--- config.mk ---
export PLATFORM = sky130hd
export DESIGN_NAME = lim_resp_buffer
export DESIGN_NICKNAME = d
export VERILOG_FILES = /design/src/lim_resp_buffer.sv
export VERILOG_INCLUDE_DIRS = /design/src /design/src/include
export SDC_FILE = /design/constraint.sdc
export NUM_CORES = 1
export LEC_CHECK = 0
export ABC_AREA = 1
export BUFFER_PORTS_ARGS = -buffer_cell sky130_fd_sc_hd__buf_4
export CAP_MARGIN = 0
export CORE_AREA = 2 2 57 59
export DETAILED_ROUTE_END_ITERATION = 10
export DIE_AREA = 0 0 59 61
export MAX_ROUTING_LAYER = met4
export PLACE_DENSITY = 0.72
export REMOVE_ABC_BUFFERS = 1
export SLEW_MARGIN = 20
export SYNTH_ARGS = -nofsm -noshare
export SYNTH_HDL_FRONTEND = slang
export SYNTH_SLANG_ARGS = --single-unit
--- constraint.sdc ---
create_clock -name clk_i -period 2.55 [get_ports clk_i]
set_input_delay 0.51 -clock clk_i [delete_from_list [all_inputs] [get_ports clk_i]]
set_output_delay 0.51 -clock clk_i [all_outputs]
set_load 0.02 [all_outputs]
--- src/include/lim_settings.svh ---
`ifndef LIM_SETTINGS_SVH
`define LIM_SETTINGS_SVH

// ====================
// word and address sizes
`define LIM_DATA_W      32          // data word
`define LIM_ADDR_W      10          // byte address
`define LIM_WORD_AW     8           // word index
`define LIM_DEPTH       256         // words in the array
`define LIM_BE_W        4           // one enable per byte

// ====================
// function cell layout
`define LIM_FUNCT_ADDR  10'h3FC     // last word of the map
`define LIM_OP_LSB      0           // operation code field
`define LIM_SIZE_LSB    8           // range size field
`define LIM_SIZE_W      8           // range size in words

`endif

--- src/lim_resp_buffer.sv ---
`timescale 1ns/1ps
`include "lim_settings.svh"

module lim_resp_buffer (
    input  logic                   clk_i,
    input  logic                   rst_ni,
    input  logic                   res_valid_i,
    output logic                   res_ready_o,
    input  logic [`LIM_DATA_W-1:0] res_data_i,
    output logic                   resp_valid_o,
    input  logic                   resp_ready_i,
    output logic [`LIM_DATA_W-1:0] resp_rdata_o
);

    logic load;     // new entry this cycle

    // refill on the cycle the entry drains
    assign res_ready_o = !resp_valid_o || resp_ready_i;
    assign load        = res_valid_i && res_ready_o;

    always_ff @(posedge clk_i or negedge rst_ni) begin
        if (!rst_ni) begin
            resp_valid_o <= 1'b0;
        end else if (load) begin
            resp_valid_o <= 1'b1;
        end else if (resp_ready_i) begin
            resp_valid_o <= 1'b0;   // drained, nothing behind it
        end
    end

    // held stable while stalled
    always_ff @(posedge clk_i) begin
        if (load) begin
            resp_rdata_o <= res_data_i;
        end
    end

endmodule

# == Word-level counts from Yosys, hierarchy flattened ==
# Cells that the tools add are included.
# word_totals
ff_bits,33
inputBits,36
out_inout_bits,34
word_cells,8
# op_classes
mux,2
n_reduce_logical,4
# ops
op,count
1-bit 2-to-1 mux,2
2-bit nonzero test,1
1-bit logical AND,1
1-bit zero test,1
1-bit logical OR,1

# == Depth between registers and ports, before layout ==
# logic_depth
word_depth,4
depth_mapped,3
ltp_nobuf,3

# == Worst setup path before layout ==
# OpenSTA, ideal clock, no wires.
# synth_timing
path_kind,input port to flip-flop
start,input port res_valid_i
end,register resp_rdata_o[0] (enable)
t_required_ps,2118
setup_slack_ps,-12
setup_ps,432
stages,2
n_path_buf,0
arrival_time_ps,2130
path_cell_list,inv_1 -> a21oi_1
# synth_via
elab_chain_len,1
# synth_rtl
element,line,source
from (decl),lim_resp_buffer.sv:7,"input logic res_valid_i,"
1-bit logical AND,lim_resp_buffer.sv:19,assign load = res_valid_i && res_ready_o;
named net load,lim_resp_buffer.sv:15,logic load;
to (signal assigned),lim_resp_buffer.sv:34,resp_rdata_o <= res_data_i;
to (decl),lim_resp_buffer.sv:12,output logic [`LIM_DATA_W-1:0] resp_rdata_o
# The timed path passes the listed nets, and every way through them passes these cells.
# A chain may end at the register's enable or synchronous reset.

# == Final worst setup path ==
# layout_timing
start,register resp_valid_o
end,output port res_ready_o
# layout_via
elab_chain_len,2
# layout_rtl
element,line,source
from (decl),lim_resp_buffer.sv:10,"output logic resp_valid_o,"
from (signal assigned),lim_resp_buffer.sv:23,resp_valid_o <= 1'b0;
from (signal assigned),lim_resp_buffer.sv:25,resp_valid_o <= 1'b1;
from (signal assigned),lim_resp_buffer.sv:27,resp_valid_o <= 1'b0;
1-bit zero test,lim_resp_buffer.sv:18,assign res_ready_o = !resp_valid_o || resp_ready_i;
1-bit logical OR,lim_resp_buffer.sv:18,
to (decl),lim_resp_buffer.sv:8,"output logic res_ready_o,"
# No other way between the ends.

==> impl_results.md <==
* Outcome: completed
* Largest fanout on the critical path at 3
* Data arrival, critical path at 1.02 ns
* Post-DP HPWL at roughly 1.6 mm
* Routed vias at about 670
* Initial DRC count at 11
* Hold worst-path end: resp_rdata_o[18]
* Via-to-Cell Ratio at 4.453
* Synth area leaders: edfxtp_1 96%, dfrtp_1 2.5%, inv_1 0.75%
* Area of the die at between 3000 and 4000 um^2
* ANT nets after route at 0
* Routed WL at roughly 2.0 mm
* GR peak layer: met2
* Vias in the first global route at 681
* Placed instance count at roughly 140
* Final net count at 152
* YS warnings at 0
* Unique masters post-synth at 5
* Buf+Inv Stages, Crit Path at 1
* Post-synth top area share at roughly 96%
* Crit path time final at approximately 1.5 ns
* Synthesis-to-finish area growth at 64.30%
* DRC viols at 0
* Top cell type by total area after synthesis: edfxtp_1
* CP Capture Type: output port
* Worst R2R Setup Slack at approximately 1.1 ns
* Final setup viols at 0
* Die Ht at 61 um
* Max VDD drop at around 0.34 mV
* Layout Skew at slightly below 0.009 ns
* Synth Cell Area at approximately 1000 um^2
* Total track usage at between 10% and 20%
* Row count at 20
* Longest Clk Path Bufs at 2
* Worst r2r src: resp_valid_o
* CP delay by family, top: flip-flops
* CP Class: register to output port
* Final hold slack at 0.3606 ns
* RePlAce Congestion at roughly 0.67
* GRT overflow at 0
* Core Region at between 2000 and 3000 um^2
* Crit start category: register
* CTS tree: built
* Critical Path Max Stage Delay at 0.43 ns
* Routed wire per std cell at 13.45 um
* Sequential area share after synthesis at a little over nine tenths
* Pre-Repair DR Iteration Count at 4
* Hold path start: res_data_i[18]
* R2R depth at 2
* Synth Area per Inst at 26.47 um^2
* GR Layer Usage met1 at between 10% and 20%
* Final Hold Fails at 0
* FILL cells at between 200 and 250
* CP max stage cell: dfrtp_1
* Max-slew violation count at 0
* Crit path required time at 2.04 ns
* Initial antenna violation count at 0
* Synthesized flop and latch total at 33
* RSZ-0062 raised after global routing: no
* Met3 Track Usage GR at 5.117%
* Period utilization at between 50% and 60%
* Diodes inserted at 0
* Die width at ~59 um
* Initial Util at between 30 and 40%
* Power per cell area at ~650 nW/um^2
* CTS Root Cell: clkbuf_4
* Met2 usage at approximately 18%
* Synth Instances at 38
* PnR worst setup slack at 1.023 ns
* F_max at roughly 650 MHz
* Ratio of cells with drive above 1 in the final layout at around two thirds
* Number of H-tree levels at 2
* Worst r2r dst: resp_rdata_o[13]
* Leak pwr at between 0.7 and 0.8 nW
* Max_slew headroom at between 70% and 80%
* Worst slack, placed at about 0.85 ns
* First-pass GRT wire length at between 3 and 4 mm
* Slew @ Worst Pin at approximately 0.41 ns
* Pin count of the biggest net entering global routing at 21
* PortBufs at 69
* Final cell count without fillers at 150
* Clock transition time at the flip-flop clock pins of the worst setup and hold paths at about 0.09 ns
* TritonCTS Buffers at 5
* Max_cap viols at 0
* Crit-path cells: nand2_1 -> buf_4
* Area occupied by registers at 985.9 um^2
* Num ports at 70
* Post-CTS Setup Repair Bufs at 0
* Multi-input combinational cell area at ~24 um^2
* Post-CTS sizing at 0
* Clk sinks at 33
* Clk Latency, worst-skew pair at 0.32 ns
* Worst hold path type: input port to register
* Hold path cells at 1
## worst max-delay path by stage
stage	start	to	slack, ns	cells past startpoint
4_1_cts	resp_valid_o	res_ready_o	1.00	2
3_3_place_gp	resp_ready_i	resp_rdata_o[12]	0.89	4
5_1_grt	resp_valid_o	res_ready_o	0.98	2
3_5_place_dp	resp_ready_i	resp_rdata_o[8]	0.85	4
6_report	resp_valid_o	res_ready_o	1.02	2
2_1_floorplan	res_valid_i	resp_rdata_o[0]	-0.01	2
## worst reg2reg max path, stage by stage, from the launching register on
cell and delay, ns:
dfrtp_1 0.43, a21oi_4 0.40, buf_4 0.35
## power by group
part / internal [W] / leakage (nW) / switching (W)
sequential: 0.000630 / 0.316 / 0.00000932
combinational: 0.0000717 / 0.360 / 0.0000701
clock: 0.000136 / 0.0326 / 0.000149
total: 0.000838 / 0.708 / 0.000229
## cell usage after synthesis (all sizes together)
cell type and instances:
edfxtp 32, inv 2, nand2 2, a21oi 1, dfrtp 1
## metal layers
layer  up-vias  routed length [um]
met3         5                 219
met5         -                   0
li1        304                   -
met1       309                 803
met2        50                 934
met4         0                  60
## registers in the layout (all words and copies together) (netlist names)
signal        flops
resp_rdata_o     32
resp_valid_o      1
## cells by family after synthesis
family	count (synthesis)	synth area share, %
DFF	33	98.01
and+or+nand+nor	2	0.7465
buffers and inverters	2	0.7465
AOI/OAI and AO/OA	1	0.4970
## placed cells by master, fill, tap and decap left out
cell / instances
inv_1: 2
dlygate4sd3_1: 1
dfrtp_1: 1
edfxtp_1: 32
buf_4: 70
clkbuf_4: 5
a21oi_4: 1
clkbuf_1: 2
clkbuf_8: 1
nand2_1: 2
## area by class of cell
cell class | instances | area share (%)
Sequential cell | 33 | 59.65
Timing Repair Buffer | 71 | 32.40
Clock buffer | 8 | 3.558
Tap cell | 33 | 2.498
Multi-Input combinational cell | 3 | 1.438
Inverter | 2 | 0.4542
## stage by stage
stage                power, W  instance area, um^2  util [%]  setup TNS [ns]
finish               0.001066                 1653     55.97               0
global route         0.001111                 1653     55.97               0
CTS                  0.001084                 1653     55.97               0
detailed placement  0.0007944                 1584     53.64               0
global placement    0.0007903                 1584     53.64               0
floorplan           0.0007027                 1006         -         -0.3936
## what timing repair did
action                                  CTS  global route
hold buffers                              1             0
endpoints found under the setup margin    0             0
hold endpoints to repair                  1             0
Note: power is estimated with default switching activity, not from simulation.
