`config.mk`:
```
export PLATFORM = sky130hd
export DESIGN_NAME = lim_cmd_decoder_flat
export DESIGN_NICKNAME = d
export VERILOG_FILES = /design/src/lim_pkg.sv /design/src/lim_cmd_if.sv /design/src/lim_cmd_decoder.sv /design/src/flat_wrapper.sv
export VERILOG_INCLUDE_DIRS = /design/src /design/src/include
export SDC_FILE = /design/constraint.sdc
export NUM_CORES = 1
export LEC_CHECK = 0
export BUFFER_PORTS_ARGS = -buffer_cell sky130_fd_sc_hd__buf_2
export CAP_MARGIN = 20
export CORE_MARGIN = 10
export CORE_UTILIZATION = 45
export DETAILED_ROUTE_END_ITERATION = 6
export GPL_ROUTABILITY_DRIVEN = 0
export HOLD_SLACK_MARGIN = 0.02
export PLACE_DENSITY_LB_ADDON = 0.25
export SYNTH_ARGS = -nofsm -noshare
export SYNTH_HDL_FRONTEND = slang
export SYNTH_SLANG_ARGS = --single-unit
```
`constraint.sdc`:
```
create_clock -name clk_i -period 3.15 [get_ports clk_i]
set_clock_uncertainty 0.1 [all_clocks]
set_input_delay 0.63 -clock clk_i [delete_from_list [all_inputs] [get_ports clk_i]]
set_output_delay 0.63 -clock clk_i [all_outputs]
set_load 0.01 [all_outputs]
```
`src/include/lim_settings.svh`:
```
`ifndef LIM_SETTINGS_SVH
`define LIM_SETTINGS_SVH

// ====================
// word and address sizes
`define LIM_DATA_W      32          // data word
`define LIM_ADDR_W      10          // byte address
`define LIM_WORD_AW     8           // word index
`define LIM_DEPTH       256         // words in the array
`define LIM_BE_W        4           // one enable per byte

// ====================
// function cell layout
`define LIM_FUNCT_ADDR  10'h3FC     // last word of the map
`define LIM_OP_LSB      0           // operation code field
`define LIM_SIZE_LSB    8           // range size field
`define LIM_SIZE_W      8           // range size in words

`endif

```
`src/lim_pkg.sv`:
```
package lim_pkg;

    // operation held in the function cell, unknown codes act as none
    typedef enum logic [7:0] {
        LIM_OP_NONE = 8'd0,
        LIM_OP_AND  = 8'd1,
        LIM_OP_OR   = 8'd2,
        LIM_OP_XOR  = 8'd3
    } lim_op_e;

    // decoded request class
    typedef enum logic [1:0] {
        CMD_LOAD,
        CMD_STORE,
        CMD_PROGRAM     // store to the function cell
    } lim_kind_e;

    // range sequencer in the array
    typedef enum logic {SEQ_IDLE, SEQ_RANGE} lim_seq_e;

endpackage

```
`src/lim_cmd_if.sv`:
```
`timescale 1ns/1ps
`include "lim_settings.svh"

interface lim_cmd_if;
    import lim_pkg::*;

    logic                    valid;   // command present
    logic                    ready;   // array takes it this cycle
    lim_kind_e               kind;
    logic [`LIM_WORD_AW-1:0] idx;     // first word touched
    logic [`LIM_DATA_W-1:0]  wdata;   // store data / mask, cell copy on loads
    logic [`LIM_BE_W-1:0]    be;      // only used by plain stores
    lim_op_e                 op;      // already normalised by the decoder
    logic [`LIM_SIZE_W-1:0]  count;   // words written, 1 unless range op

    // decoder side
    modport src (
        output valid, kind, idx, wdata, be, op, count,
        input  ready
    );

    // array side
    modport dst (
        input  valid, kind, idx, wdata, be, op, count,
        output ready
    );

endinterface

```
`src/lim_cmd_decoder.sv`:
```
`timescale 1ns/1ps
`include "lim_settings.svh"

module lim_cmd_decoder (
    input  logic                   clk_i,
    input  logic                   rst_ni,
    input  logic                   req_valid_i,
    output logic                   req_ready_o,
    input  logic [`LIM_ADDR_W-1:0] req_addr_i,
    input  logic                   req_we_i,
    input  logic [`LIM_BE_W-1:0]   req_be_i,
    input  logic [`LIM_DATA_W-1:0] req_wdata_i,
    lim_cmd_if.src                 cmd
);
    import lim_pkg::*;

    localparam logic [`LIM_ADDR_W-1:0] FUNCT_ADDR = `LIM_FUNCT_ADDR;

    logic [`LIM_DATA_W-1:0]      funct_q;     // function cell
    logic                        accept;
    logic                        is_funct;
    lim_kind_e                   kind_d;
    logic [$bits(lim_op_e)-1:0]  op_code;     // raw op field
    lim_op_e                     cell_op;
    logic [`LIM_SIZE_W-1:0]      cell_size;
    logic [`LIM_SIZE_W-1:0]      count_d;

    // ====================
    // request side
    assign req_ready_o = !cmd.valid || cmd.ready;   // slot frees as it drains
    assign accept      = req_valid_i && req_ready_o;
    assign is_funct    = req_addr_i[`LIM_ADDR_W-1:2] == FUNCT_ADDR[`LIM_ADDR_W-1:2];

    always_comb begin
        if (!req_we_i) begin
            kind_d = CMD_LOAD;
        end else if (is_funct) begin
            kind_d = CMD_PROGRAM;   // reprogram the cell
        end else begin
            kind_d = CMD_STORE;
        end
    end

    // ====================
    // function cell fields
    assign op_code   = funct_q[`LIM_OP_LSB +: $bits(lim_op_e)];
    assign cell_size = funct_q[`LIM_SIZE_LSB +: `LIM_SIZE_W];

    always_comb begin
        case (op_code)
            LIM_OP_AND, LIM_OP_OR, LIM_OP_XOR: cell_op = lim_op_e'(op_code);
            default:                           cell_op = LIM_OP_NONE; // unknown code
        endcase
    end

    // range only for op stores of 2+ words
    always_comb begin
        count_d = `LIM_SIZE_W'(1);
        if (kind_d == CMD_STORE && cell_op != LIM_OP_NONE && cell_size > `LIM_SIZE_W'(1)) begin
            count_d = cell_size;
        end
    end

    // updated at acceptance so the next request sees it
    always_ff @(posedge clk_i or negedge rst_ni) begin
        if (!rst_ni) begin
            funct_q <= '0;
        end else if (accept && kind_d == CMD_PROGRAM) begin
            funct_q <= req_wdata_i;     // whole word, enables not applied
        end
    end

    // ====================
    // command register
    always_ff @(posedge clk_i or negedge rst_ni) begin
        if (!rst_ni) begin
            cmd.valid <= 1'b0;
        end else if (accept) begin
            cmd.valid <= 1'b1;
        end else if (cmd.ready) begin
            cmd.valid <= 1'b0;
        end
    end

    always_ff @(posedge clk_i) begin
        if (accept) begin
            cmd.kind  <= kind_d;
            cmd.idx   <= req_addr_i[`LIM_ADDR_W-1:2];   // drop byte offset
            cmd.wdata <= (kind_d == CMD_LOAD) ? funct_q : req_wdata_i;
            cmd.be    <= req_be_i;
            cmd.op    <= cell_op;
            cmd.count <= count_d;
        end
    end

endmodule

```
`src/flat_wrapper.sv`:
```
// flat-port wrapper written by rule: the top's interface ports become plain ports
module lim_cmd_decoder_flat import lim_pkg::*;
  (clk_i, rst_ni, req_valid_i, req_ready_o, req_addr_i, req_we_i, req_be_i, req_wdata_i, cmd_valid, cmd_kind, cmd_idx, cmd_wdata, cmd_be, cmd_op, cmd_count, cmd_ready);
  lim_cmd_if cmd_i ();
  input  logic clk_i;
  input  logic rst_ni;
  input  logic req_valid_i;
  output logic req_ready_o;
  input  logic [`LIM_ADDR_W-1:0] req_addr_i;
  input  logic req_we_i;
  input  logic [`LIM_BE_W-1:0] req_be_i;
  input  logic [`LIM_DATA_W-1:0] req_wdata_i;
  output wire logic [$bits(cmd_i.valid)-1:0] cmd_valid;
  output wire logic [$bits(cmd_i.kind)-1:0] cmd_kind;
  output wire logic [$bits(cmd_i.idx)-1:0] cmd_idx;
  output wire logic [$bits(cmd_i.wdata)-1:0] cmd_wdata;
  output wire logic [$bits(cmd_i.be)-1:0] cmd_be;
  output wire logic [$bits(cmd_i.op)-1:0] cmd_op;
  output wire logic [$bits(cmd_i.count)-1:0] cmd_count;
  input wire logic [$bits(cmd_i.ready)-1:0] cmd_ready;
  assign cmd_valid = cmd_i.valid;
  assign cmd_kind = cmd_i.kind;
  assign cmd_idx = cmd_i.idx;
  assign cmd_wdata = cmd_i.wdata;
  assign cmd_be = cmd_i.be;
  assign cmd_op = cmd_i.op;
  assign cmd_count = cmd_i.count;
  assign cmd_i.ready = cmd_ready;
  lim_cmd_decoder u_core (.clk_i(clk_i), .rst_ni(rst_ni), .req_valid_i(req_valid_i), .req_ready_o(req_ready_o), .req_addr_i(req_addr_i), .req_we_i(req_we_i), .req_be_i(req_be_i), .req_wdata_i(req_wdata_i), .cmd(cmd_i));
endmodule
```
=== Word level (Yosys, flattened, before mapping) ===
Cells that the tools add are included.

* Bits in registers: 95
* Input bits: 51
* Output and inout port bits: 64
* Logic and storage cells: 31

* Order comparisons: 1
* Equal/unequal tests: 6
* Muxes and demuxes: 6
* Reductions and logical operators: 10

{| class="wikitable"
|+ Operators with widths
! cell !! count
|-
| $mux W32 || 1
|-
| $eq A8 B2 Y1 const B || 2
|-
| $eq A8 B1 Y1 const B || 1
|-
| $eq A8 B8 Y1 const B || 1
|-
| $gt A8 B1 Y1 const B || 1
|-
| $mux W8 || 1
|-
| $reduce_bool A8 Y1 || 1
|-
| $logic_and A1 B1 Y1 || 4
|-
| $mux W2 || 2
|-
| $reduce_or A3 Y1 || 1
|-
| $eq A2 B1 Y1 const B || 1
|-
| $eq A2 B2 Y1 const B || 1
|-
| $logic_not A2 Y1 || 1
|-
| $mux W1 || 2
|-
| $reduce_bool A2 Y1 || 1
|-
| $logic_not A1 Y1 || 1
|-
| $logic_or A1 B1 Y1 || 1
|}

=== Logic depth before layout (Yosys ltp) ===
Gate-level depths: netlist (run 1).

* Word-level depth: 6
* Mapped depth: 6
* Gate-level depth less buffers: 4

=== Worst setup path before layout (run 1) ===
OpenSTA, ideal clock, no wires.

* Path kind: input -> register
* Start point: input cmd_ready
* End point: register u_core.funct_q[10]
* Library setup time: 0.127 ns
* Data arrival time: 3.238 ns
* Data required time: 2.923 ns
* Path slack: -0.316 ns
* Stages on the path: 6
* Buffers on the path: 2
* Cells stage by stage: nand2b_1 -> and2_1 -> and3_1 -> buf_2 -> buf_6 -> mux2_1

* Longest elaborated chain between the ends: 3

{| class="wikitable"
|+ RTL lines
! what !! line !! text
|-
| start, declared || flat_wrapper.sv:20 || <nowiki>input wire logic [$bits(cmd_i.ready)-1:0] cmd_ready;</nowiki>
|-
| $logic_or A1 B1 Y1 || lim_cmd_decoder.sv:30 || <nowiki>assign req_ready_o = !cmd.valid || cmd.ready;</nowiki>
|-
| $logic_and A1 B1 Y1 || lim_cmd_decoder.sv:31 || <nowiki>assign accept = req_valid_i && req_ready_o;</nowiki>
|-
| net u_core.accept || lim_cmd_decoder.sv:20 || <nowiki>logic accept;</nowiki>
|-
| $logic_and A1 B1 Y1 || lim_cmd_decoder.sv:68 || <nowiki>end else if (accept && kind_d == CMD_PROGRAM) begin</nowiki>
|-
| end signal, assigned || lim_cmd_decoder.sv:69 || <nowiki>funct_q <= req_wdata_i;</nowiki>
|-
| end, declared || lim_cmd_decoder.sv:19 || <nowiki>logic [`LIM_DATA_W-1:0] funct_q;</nowiki>
|}

The timed path passes the listed nets, and every way through them passes these cells.
A chain may end at the register's enable or synchronous reset.

=== Worst setup path in the final report (run 1) ===
* Start point: input req_addr_i[9]
* End point: register u_core.funct_q[18]

* Longest elaborated chain between the ends: 5

{| class="wikitable"
|+ RTL lines
! what !! line !! text
|-
| start, declared || flat_wrapper.sv:9 || <nowiki>input logic [`LIM_ADDR_W-1:0] req_addr_i;</nowiki>
|-
| $eq A8 B8 Y1 || lim_cmd_decoder.sv:32 || <nowiki>assign is_funct = req_addr_i[`LIM_ADDR_W-1:2] == FUNCT_ADDR[`LIM_ADDR_W-1:2];</nowiki>
|-
| $mux W2 || lim_cmd_decoder.sv:37 || <nowiki>end else if (is_funct) begin</nowiki>
|-
| $mux W2 || lim_cmd_decoder.sv:35 || <nowiki>if (!req_we_i) begin</nowiki>
|-
| $eq A2 B2 Y1 || lim_cmd_decoder.sv:68 ||
|-
| $logic_and A1 B1 Y1 || lim_cmd_decoder.sv:68 ||
|}

No other way between the ends.

==> results.txt, run 1 <==
The flow ran to the end, and the final reports show no timing, DRC or antenna violations. The number of max-capacitance violations reported is 0. The share of final-layout standard cells stronger than drive strength 1 is 0.506. The average wire per standard cell came out at 17.2 um.

The global-route total usage across every layer came out at 0.121. The number of I/O pins is about 120. Counting flops with a built-in enable in the synthesized netlist gives 62. The final-report hold violation count is 0.

The worst setup slack after placement is just under 600 ps. The wire length after detailed routing came out at 7.28 mm. The number of DRC violations after detailed-routing iteration 0 is just over 70. Subtracting the final worst setup slack from the clock period gives about 2200 ps. The filler cells instantiated in the layout total between 600 and 700. The number of distinct library cell variants in the gate-level netlist after synthesis is 22.

The final total power came out at roughly 0.0024 W. The timing-limited maximum frequency came out at around 0.46 GHz. Setup repair after global routing left no endpoint under its margin. The signed area change from the synthesized netlist to the final layout came out at 24.3%. The detailed router put a total of approximately 2.8 mm of wire on met1. Entering global routing, the biggest net connects 63 pins. The path class of the tightest hold or removal check is primary input to async pin. The total clock sinks is 95. The remaining antenna violation count is 0. Once routing completed, OpenROAD measured the worst setup slack at 992 ps. After legalization and detailed placement, the total HPWL measured between 5 and 6 mm. For this run, the detailed router's first-pass iteration total came to 4. The detailed route wirelength on metal3 is approximately 580 um. The commonest register cell after synthesis is edfxtp_1. The number of buffers created by CTS is 9.

The number of slew-limit violations in the final report came out at 0. The synthesized cell area is approximately 3700 um^2. The worst setup path is captured at a flop.

The maximum fanout count along the critical path is 17. The worst setup path is of the primary input to flop kind. The share of synthesized flip-flops with an asynchronous set or reset is 0.347. The number of setup buffers added after CTS came out at 0.

The count of nets after finishing is approximately 370. The via count normalized by instance count came out at about 4.7. edfxtp_1 is the most common cell in the netlist.

The via count of the first global-routing pass was 2166. The share of the Yosys chip area taken by registers is 0.736. The power per cell area came out at 535 nW/um^2.

The overall overflow remaining after global route came out at 0. The share of the clock period used by the worst path after layout came out at 0.685. The overall die width came out at between 100 and 150 um.

The depth of the CTS H-tree is 3. The number of cells upsized or downsized after cts is 0. The proportion of netlist area held by the largest area contributor came out at 0.510. The height of the die is 110 um. The via count of the routed design came out at roughly 2000. Measured against its own limit, the worst slew margin works out to 0.467.

The post-synthesis cell count is about 200. The number of warnings issued by yosys came out at 0. The clock input transition at the sequential cells of the worst setup and hold paths is approximately 90 ps. The cell depth of the worst flop-to-flop path is 5. The worst register-to-register path begins at u_core.cmd.valid. The area of the core is around 7800 um^2.

The initial utilization of the core area, before any placement, comes to 0.468. At the end of the flow the core is filled with cells to 0.581. The worst-skew pair later-pin latency came out at ~340 ps. The count of endpoints failing setup in the final report is 0.

The count of hold-fix buffers inserted at cts is 0. The floorplan has 32 rows. The number of synthesized register bits is 95.

The worst voltage drop across the vdd grid is ~0.00032 V. Signal routing reaches up to met4. At the worst endpoint, the arrival time is 2280 ps. The data required time at the worst endpoint came out at 3270 ps. Counting along the longest clock path gives a buffer depth of 2.

The die outline area came out at ~12000 um^2. The reg2reg setup slack came out at 1230 ps. Detailed routing placed a total of approximately 3.8 mm of wire on met2.

In this run the critical register-to-register path is captured at u_core.funct_q[18]. A synthesized cell averages ~19 um^2. By count the netlist is led by edfxtp_1 (62), dfrtp_1 (33), mux2_1 (32), mux2_2 (32), and2_1 (11). After synthesis, the cell types taking the most area are edfxtp_1 (51%), dfrtp_1 (23%), mux2_1 (9.9%), mux2_2 (9.9%), and2_1 (1.9%).

TritonCTS built the clock tree. The clock root buffer master is clkbuf_8. The initial antenna violation count was 0. Summed over all instances, the cell type with the most area after synthesis is edfxtp_1. The first global-routing pass estimated 11.2 mm of wire. The critical path starts at req_addr_i[9]. The number of diodes came out at 0. At the pin with the least slew margin, the transition time is 800 ps. The number of input and output port buffers inserted came out at ~110. The worst setup path is launched from a primary input. Setup total negative slack on the finished layout was measured at 0 ps. The leakage dissipation came out at 2.08 nW. The number of remaining DRC errors came out at 0.
metal layers:
metal	track usage	vias up
met5	0	-
met4	0.0446	0
met3	0.0447	7
met2	0.207	56
met1	0.136	973
li1	-	966
logic make-up (layout without fill, tap and decap cells):
family | Yosys count | after routing | synth area share
buf+inv | 9 | 131 | 0.0175
other cells | 1 | 6 | 0.00103
compound gates | 1 | 1 | 0.00137
flops | 95 | 95 | 0.736
simple gates | 25 | 25 | 0.0466
mux | 64 | 64 | 0.197
through the flow:
| step | area [um^2] | instances | hold WS [ps] |
|---|---|---|---|
| 6_report | 4540 | 424 | 251 |
| 3_5_place_dp | 4330 | 408 | 372 |
| 4_1_cts | 4540 | 424 | 273 |
| 5_1_grt | 4540 | 424 | 278 |
| 2_1_floorplan | 3670 | 200 | 234 |
| 3_3_place_gp | 4330 | 408 | 363 |
worst max path at each step:
stage          cells past startpoint                 end  slack, ps
6_report                           6  u_core.funct_q[18]        990
5_1_grt                            6  u_core.funct_q[18]        910
4_1_cts                            6  u_core.funct_q[18]        950
3_5_place_dp                       6  u_core.funct_q[12]        590
3_3_place_gp                       6   u_core.funct_q[6]        640
2_1_floorplan                      6  u_core.funct_q[10]        380
report_power, final:
group / leakage, nW / internal, W / switching [W]
clock: 0.102 / 0.000448 / 0.000386
combinational: 0.919 / 0.0000847 / 0.000105
sequential: 1.06 / 0.00139 / 0.0000152
worst max-delay path: stages:
cell     delay [ps]
buf_2            90
nand4_1         100
nor2_1          320
and3_2          550
buf_12          220
mux2_1          340
flip-flops by register name, summed over array words and instances (netlist names):
signal and cells:
u_core.cmd.wdata 32, u_core.funct_q 32, u_core.cmd.count 8, u_core.cmd.idx 8
u_core.cmd.op 8, u_core.cmd.be 4, u_core.cmd.kind 2, u_core.cmd.valid 1
final cells by class:
cell class	count	area, um^2	area share
clock buffers	12	135	0.0298
clock inverters	4	72.6	0.0160
multi-input cells	96	921	0.203
flip-flops and latches	95	2690	0.592
well taps	102	128	0.0281
repair buffers	115	596	0.131
layout by cell type, fill, tap and decap left out, types with 3 or more instances in the layout:
cell	n
mux2_2	32
and2_1	10
edfxtp_1	62
buf_2	112
mux2_1	32
conb_1	6
dfrtp_1	33
clkbuf_1	3
clkbuf_8	9
No activity file was read; power rests on OpenSTA's default activity.
==> run 2: changes to the inputs <==
--- a/config.mk
+++ b/config.mk
@@ -9,7 +9,7 @@
 export BUFFER_PORTS_ARGS = -buffer_cell sky130_fd_sc_hd__buf_2
 export CAP_MARGIN = 20
 export CORE_MARGIN = 10
-export CORE_UTILIZATION = 45
+export CORE_UTILIZATION = 50
 export DETAILED_ROUTE_END_ITERATION = 6
 export GPL_ROUTABILITY_DRIVEN = 0
 export HOLD_SLACK_MARGIN = 0.02
==> constraint.sdc (replaced) <==
create_clock -name clk_i -period 2.2 [get_ports clk_i]
set_clock_uncertainty 0.1 [all_clocks]
set_input_delay 0.44 -clock clk_i [delete_from_list [all_inputs] [get_ports clk_i]]
set_output_delay 0.44 -clock clk_i [all_outputs]
set_load 0.01 [all_outputs]
==> results.txt, run 2 (synthesis results as in run 1) <==
The wire length after detailed routing was 7.31 mm (was 7.28 mm). The cell with the largest stage delay on the worst path was or4_4 (was and3_2). The switching fraction of total power came out at 0.222 (was 0.208). The number of buffers between clock root and the deepest sink is 2 (unchanged). The arrival time at the worst endpoint came to 1990 ps (was 2280 ps). The count of nets after finishing came out at 374 (was 368). The number of max-capacitance violations reported is 0 (unchanged).

The number of setup buffers added after CTS came out at 0 (unchanged). Most frequent cells in the layout: buf_2 (112), edfxtp_1 (62), dfrtp_1 (33), mux2_2 (32), mux2_1 (32) (unchanged). The transition at the pin with the smallest max-transition slack came out at 521 ps (was 800 ps). The cell family with the largest share of critical-path delay is simple AND/OR/NAND/NOR gates (unchanged). The pin count of the biggest net entering global routing is 41 (was 63). The placed instance count came to 410 (was 408). The power per cell area came to 743 nW/um^2 (was 535 nW/um^2). The total internal power is 0.00264 W (was 0.00192 W). The number of buffers created by CTS came out at 9 (unchanged). The share of final-layout standard cells stronger than drive strength 1 came out at 0.515 (was 0.506). The clock root buffer master is clkbuf_8 (unchanged). The buffering stage count on the worst path with inverters included came out at 0 (was 2). The clock input transition at the sequential cells of the worst setup and hold paths came to 90 ps (about the same).

Run status: complete, no violations (unchanged). The reg2reg setup slack was 340 ps (was 1230 ps). The number of placement rows is 31 (was 32).

The average wire per standard cell is 17.1 um (was 17.2 um). The global-route total usage across every layer is 0.132 (was 0.121). The effective utilization at floorplan is 0.509 (was 0.468). The total clock sinks is 95 (unchanged). The area of the core came out at 7180 um^2 (was 7810 um^2). The final-report hold violation count is 0 (unchanged). The via count normalized by instance count came to 4.81 (was 4.72).

The count of hold-fix buffers inserted at cts was 1 (was 0). The overall die width came out at 105 um (was 110 um). The portion of total power attributed to sequential cells came out at 0.593 (was 0.579). The first element of the critical path is u_core.funct_q[5] (was req_addr_i[9]). The post-DP HPWL is 5.38 mm (was 5.19 mm). Top flop regs: u_core.cmd.wdata (32), u_core.funct_q (32) (unchanged). The sort of element at the start of the critical path is a flop (was primary input). The type of element capturing the critical path is a flop (unchanged). The count of non-filler cells in the finished layout came out at 427 (was 424). The worst slew slack as a fraction of its limit was 0.652 (was 0.467).

The peak per-stage delay on the critical path came out at 560 ps (was 550 ps). The power spent charging and discharging nets is 0.000755 W (was 0.000506 W). The path type of the worst setup path was flop to flop (was primary input to flop). The startpoint identified for the worst hold timing path is req_be_i[1]. The number of slew-limit violations in the final report came to 0 (unchanged). The timing-limited maximum frequency is between 0.5 and 0.6 GHz. The clock period minus final worst setup slack is around 1900 ps. The number of DRC violations after detailed-routing iteration 0 came out at 57 (was 72). The overall overflow remaining after global route came to 0 (unchanged).

The number of search-and-repair iterations in the first detailed-routing pass came out at 4 (unchanged). The data required time at the worst endpoint was 2320 ps (was 3270 ps). The number of remaining DRC errors came out at 0 (unchanged). The depth of the CTS H-tree came out at 3 (unchanged). The remaining antenna violation count came out at 0 (unchanged).

The height of the die came out at 105 um (was 110 um). The worst voltage drop across the vdd grid came out at 0.000485 V (was 0.000319 V). The combinational share of power is 0.083 (was 0.078). Cell chain of the critical path: or4_4, nor4_4, and3b_1, and2_1 (was buf_2, nand4_1, nor2_1, and3_2, buf_12, mux2_1).

The leakage dissipation was 2.10 nW (was 2.08 nW). The via count of the routed design came to 2054 (was 2002). The initial antenna violation count came to 0 (unchanged). The maximum fanout count along the critical path came out at 8 (was 17). The number of cells upsized or downsized after cts came to 0 (unchanged). The TritonCTS clock tree is built (unchanged). The most common cell after layout, fill and taps aside was buf_2 (unchanged). The total negative setup slack is 0 ps (unchanged).

The power share of the clock group came to 0.324 (was 0.343). The signed area change from the synthesized netlist to the final layout was 25.2% (was 24.3%). Dividing the final minimum period by the clock period gives 0.847. Setup repair after global routing missed its margin: no (unchanged). The number of input and output port buffers inserted is 112 (unchanged). The wire length of the first global-routing pass came to 11.5 mm (was 11.2 mm). The worst-skew pair later-pin latency came to 350 ps (was 340 ps). The startpoint of the most critical register-to-register path is u_core.funct_q[5] (was u_core.cmd.valid).

The number of diodes is 0 (unchanged). The number of I/O pins came out at 115 (unchanged). The path type of the worst min-delay path is primary input to flop (was primary input to async pin).

The via count of the first global-routing pass came out at 2179 (was 2166). The count of endpoints failing setup in the final report is 0 (unchanged). The die outline area is 11100 um^2 (was 12100 um^2).
-- run 2: cell types whose count changed in the layout (fill, tap and decap cells not counted), sizes merged --
cell         previous run  this run
buf                   115       120
bufinv                  2         1
clkbuf                 12        10
clkinv                  2         3
clkinvlp                0         2
dlygate4sd3             0         1
-- run 2: final timing paths --
check / to / depth (start not counted)
setup reg to reg: u_core.cmd.count[2] / 4
setup / recovery: u_core.cmd.count[2] / 4
min in group asynchronous: u_core.funct_q[15] / 3
hold / removal: u_core.cmd.be[1] / 1
max in group asynchronous: u_core.funct_q[24] / 3
hold reg to reg: u_core.funct_q[20] / 1
-- run 2: power groups by stage --
stage	Sequential, W	Clock [W]	Combinational [W]
global route	0.00202	0.00119	0.000310
finish	0.00201	0.00110	0.000281
CTS	0.00201	0.00112	0.000289
global placement	0.00205	0	0.000282
floorplan	0.00209	0	0.0000960
detailed placement	0.00205	0	0.000287
-- run 2: final cells by class --
class                           count  area (um^2)
Clock buffer                       10          128
Clock inverter                      6         61.3
Fill cell                         550         2600
Multi-Input combinational cell     96          928
Sequential cell                    95         2690
Tap cell                           99          124
Timing Repair Buffer              121          643
-- run 2: stage by stage --
step | utilization | power (W) | hold WS [ps] | setup slack [ps] | area, um^2
floorplan | - | 0.00218 | 44.4 | 12.9 | 3680
global placement | 0.609 | 0.00233 | 363 | 310 | 4370
detailed placement | 0.609 | 0.00234 | 375 | 261 | 4370
CTS | 0.637 | 0.00343 | 146 | 309 | 4570
global route | 0.637 | 0.00352 | 137 | 230 | 4570
finish | 0.637 | 0.00340 | 161 | 336 | 4570
-- run 2: routing by layer --
metal / share of wire / vias to the layer above / GRT usage
li1: - / 975 / -
met1: 0.41 / 1006 / 0.150
met4: 0.013 / 0 / 0.0529
met5: 0 / - / 0
met3: 0.10 / 8 / 0.0682
met2: 0.47 / 65 / 0.208
==> run 3: changes to the inputs <==
--- a/config.mk
+++ b/config.mk
@@ -9,7 +9,7 @@
 export BUFFER_PORTS_ARGS = -buffer_cell sky130_fd_sc_hd__buf_2
 export CAP_MARGIN = 20
 export CORE_MARGIN = 10
-export CORE_UTILIZATION = 50
+export CORE_UTILIZATION = 45
 export DETAILED_ROUTE_END_ITERATION = 6
 export GPL_ROUTABILITY_DRIVEN = 0
 export HOLD_SLACK_MARGIN = 0.02
==> constraint.sdc (replaced) <==
create_clock -name clk_i -period 1.7 [get_ports clk_i]
set_clock_uncertainty 0.1 [all_clocks]
set_input_delay 0.34 -clock clk_i [delete_from_list [all_inputs] [get_ports clk_i]]
set_output_delay 0.34 -clock clk_i [all_outputs]
set_load 0.01 [all_outputs]
==> results.txt, run 3 (synthesis results as in run 1) <==
Run status: finished, violations left (was complete, no violations). The final reports fail on negative setup slack. Top flop regs: u_core.cmd.wdata (32), u_core.funct_q (32) (unchanged).

The number of slew-limit violations in the final report is 0 (unchanged). The clock period minus final worst setup slack came to 1810 ps (was 1860 ps). The switching fraction of total power is 0.224 (was 0.222).

The maximum fanout count along the critical path is 8 (unchanged). The number of max-capacitance violations reported is 0 (unchanged). The number of buffers created by CTS is 9 (unchanged). The area of the core came out at 7810 um^2 (was 7180 um^2). The combinational share of power came to 0.083 (about the same). The remaining antenna violation count came out at 0 (unchanged). The wire length after detailed routing came out at 7.40 mm (was 7.31 mm). Most frequent cells in the layout: buf_2 (112), edfxtp_1 (62), dfrtp_1 (33), mux2_2 (32), mux2_1 (32) (unchanged). The timing-limited maximum frequency was 0.552 GHz (was 0.536 GHz). The wire length of the first global-routing pass is 11.6 mm (was 11.5 mm).

The most common cell after layout, fill and taps aside is buf_2 (unchanged). The tightest hold margin came out at 64.7 ps (was 161 ps). The slack of the critical path is -110 ps (was 336 ps). The count of nets after finishing came out at 380 (was 374). The number of placement rows came out at 32 (was 31).

The portion of total power attributed to sequential cells is 0.581 (was 0.593). The via count of the routed design is 2076 (was 2054). The share of final-layout standard cells stronger than drive strength 1 came out at 0.539 (was 0.515). The clock root buffer master is clkbuf_8 (unchanged). The overall die width came to 110 um (was 105 um).

The signed area change from the synthesized netlist to the final layout came to 27.8% (was 25.2%). The power share of the clock group is 0.335 (was 0.324). The effective utilization at floorplan came out at 0.468 (was 0.509).

The peak per-stage delay on the critical path is 560 ps (about the same). The number of buffers between clock root and the deepest sink came out at 2 (unchanged). The TritonCTS clock tree is built (unchanged). The initial antenna violation count is 0 (unchanged). The number of input and output port buffers inserted was 112 (unchanged). The power per cell area came out at 961 nW/um^2 (was 743 nW/um^2). The total clock sinks came out at 95 (unchanged). The arrival time at the worst endpoint is 1820 ps (was 1990 ps).

The height of the die is 110 um (was 105 um). The global-route total usage across every layer is 0.126 (was 0.132). Cell chain of the critical path: or4_4, nor4_4, and3b_2, nand2_1 (was or4_4, nor4_4, and3b_1, and2_1). The depth of the CTS H-tree is 3 (unchanged). The post-DP HPWL came to 5.37 mm (was 5.38 mm). The final-report hold violation count is 0 (unchanged). The count of endpoints failing setup in the final report is 8 (was 0). The type of element capturing the critical path is a flop (unchanged). The power spent charging and discharging nets came out at 0.00100 W (was 0.000755 W). The pin count of the biggest net entering global routing came out at 63 (was 41). The via count normalized by instance count is 4.76 (was 4.81). The worst voltage drop across the vdd grid is 0.000574 V (was 0.000485 V). The path type of the worst setup path was flop to flop (unchanged).

The share of the clock period used by the worst path after layout came to 1.06 (was 0.847). The number of DRC violations after detailed-routing iteration 0 is 80 (was 57). The via count of the first global-routing pass is 2303 (was 2179). The average wire per standard cell came to 17.0 um (was 17.1 um). The clock input transition at the sequential cells of the worst setup and hold paths came out at 100 ps (was 90 ps). The path type of the worst min-delay path is primary input to flop (unchanged). The total negative setup slack is -620 ps (was 0 ps).

The number of I/O pins is 115 (unchanged). The number of diodes came to 0 (unchanged). The data required time at the worst endpoint came out at 1710 ps (was 2320 ps).

The leakage dissipation came to 2.15 nW (was 2.10 nW). The worst-skew pair later-pin latency is 350 ps (about the same). The cell with the largest stage delay on the worst path is or4_4 (unchanged). The sort of element at the start of the critical path is a flop (unchanged). The number of search-and-repair iterations in the first detailed-routing pass is 4 (unchanged).

Setup repair after global routing missed its margin: yes (was no). The number of remaining DRC errors came out at 0 (unchanged). The overall overflow remaining after global route came out at 0 (unchanged). The die outline area is 12100 um^2 (was 11100 um^2). The final total power is 0.00448 W (was 0.00340 W). The count of filler cells inserted in the layout is 624 (was 550). The total internal power came to 0.00348 W (was 0.00264 W).
run 3: power groups by stage:
stage	Combinational (W)	Clock [W]	Sequential (W)
floorplan	0.000123	0	0.00270
finish	0.000374	0.00150	0.00261
global placement	0.000375	0	0.00265
detailed placement	0.000380	0	0.00266
CTS	0.000384	0.00155	0.00261
global route	0.000413	0.00165	0.00262
run 3: area by class of cell:
type / count / area [um^2] / share of cell area
flip-flops and latches: 95 / 2690 / 0.576
multi-input cells: 96 / 930 / 0.199
repair buffers: 127 / 713 / 0.153
clock buffers: 10 / 138 / 0.0295
well taps: 102 / 128 / 0.0274
clock inverters: 6 / 68.8 / 0.0148
run 3: what timing repair did:
action | in CTS | in global routing
hold buffers | 1 | 0
endpoints found under the setup margin | 8 | 28
hold endpoints to repair | 33 | 0
pin swaps | 5 | 4
buffers inserted | 0 | 1
gates resized for setup | 1 | 2
run 3: per-stage QoR:
stage / instances / cell area, um^2 / util / setup WS, ps
after global placement: 418 / 4430 / 0.568 / -172
after detailed placement: 418 / 4430 / 0.568 / -219
after floorplan: 200 / 3670 / - / -481
after CTS: 435 / 4650 / 0.596 / -139
after global routing: 436 / 4660 / 0.597 / -194
final: 436 / 4660 / 0.597 / -110
run 3: layer usage:
metal / track usage / vias to the layer above / part of all wire
met5: 0 / - / 0
met4: 0.0362 / 0 / 0.011
met3: 0.0551 / 7 / 0.093
met2: 0.212 / 63 / 0.51
met1: 0.142 / 1011 / 0.39
li1: - / 995 / -
run 3: critical path, delay by kind of cell (launching register included):
| family | cells | cell delay [ps] |
|---|---|---|
| flip-flops | 1 | 400 |
| AND/OR/NAND/NOR | 4 | 1080 |
run 3: path summary, 6_finish.rpt:
check | start | endpoint | slack, ps | cells past startpoint
min in group asynchronous | rst_ni | u_core.funct_q[19] | 440 | 3
setup reg to reg | u_core.funct_q[5] | u_core.cmd.count[0] | -110 | 4
hold / removal | req_be_i[0] | u_core.cmd.be[0] | 60 | 1
setup / recovery | u_core.funct_q[5] | u_core.cmd.count[0] | -110 | 4
hold reg to reg | u_core.funct_q[21] | u_core.funct_q[21] | 390 | 1
max in group asynchronous | rst_ni | u_core.funct_q[0] | 730 | 3
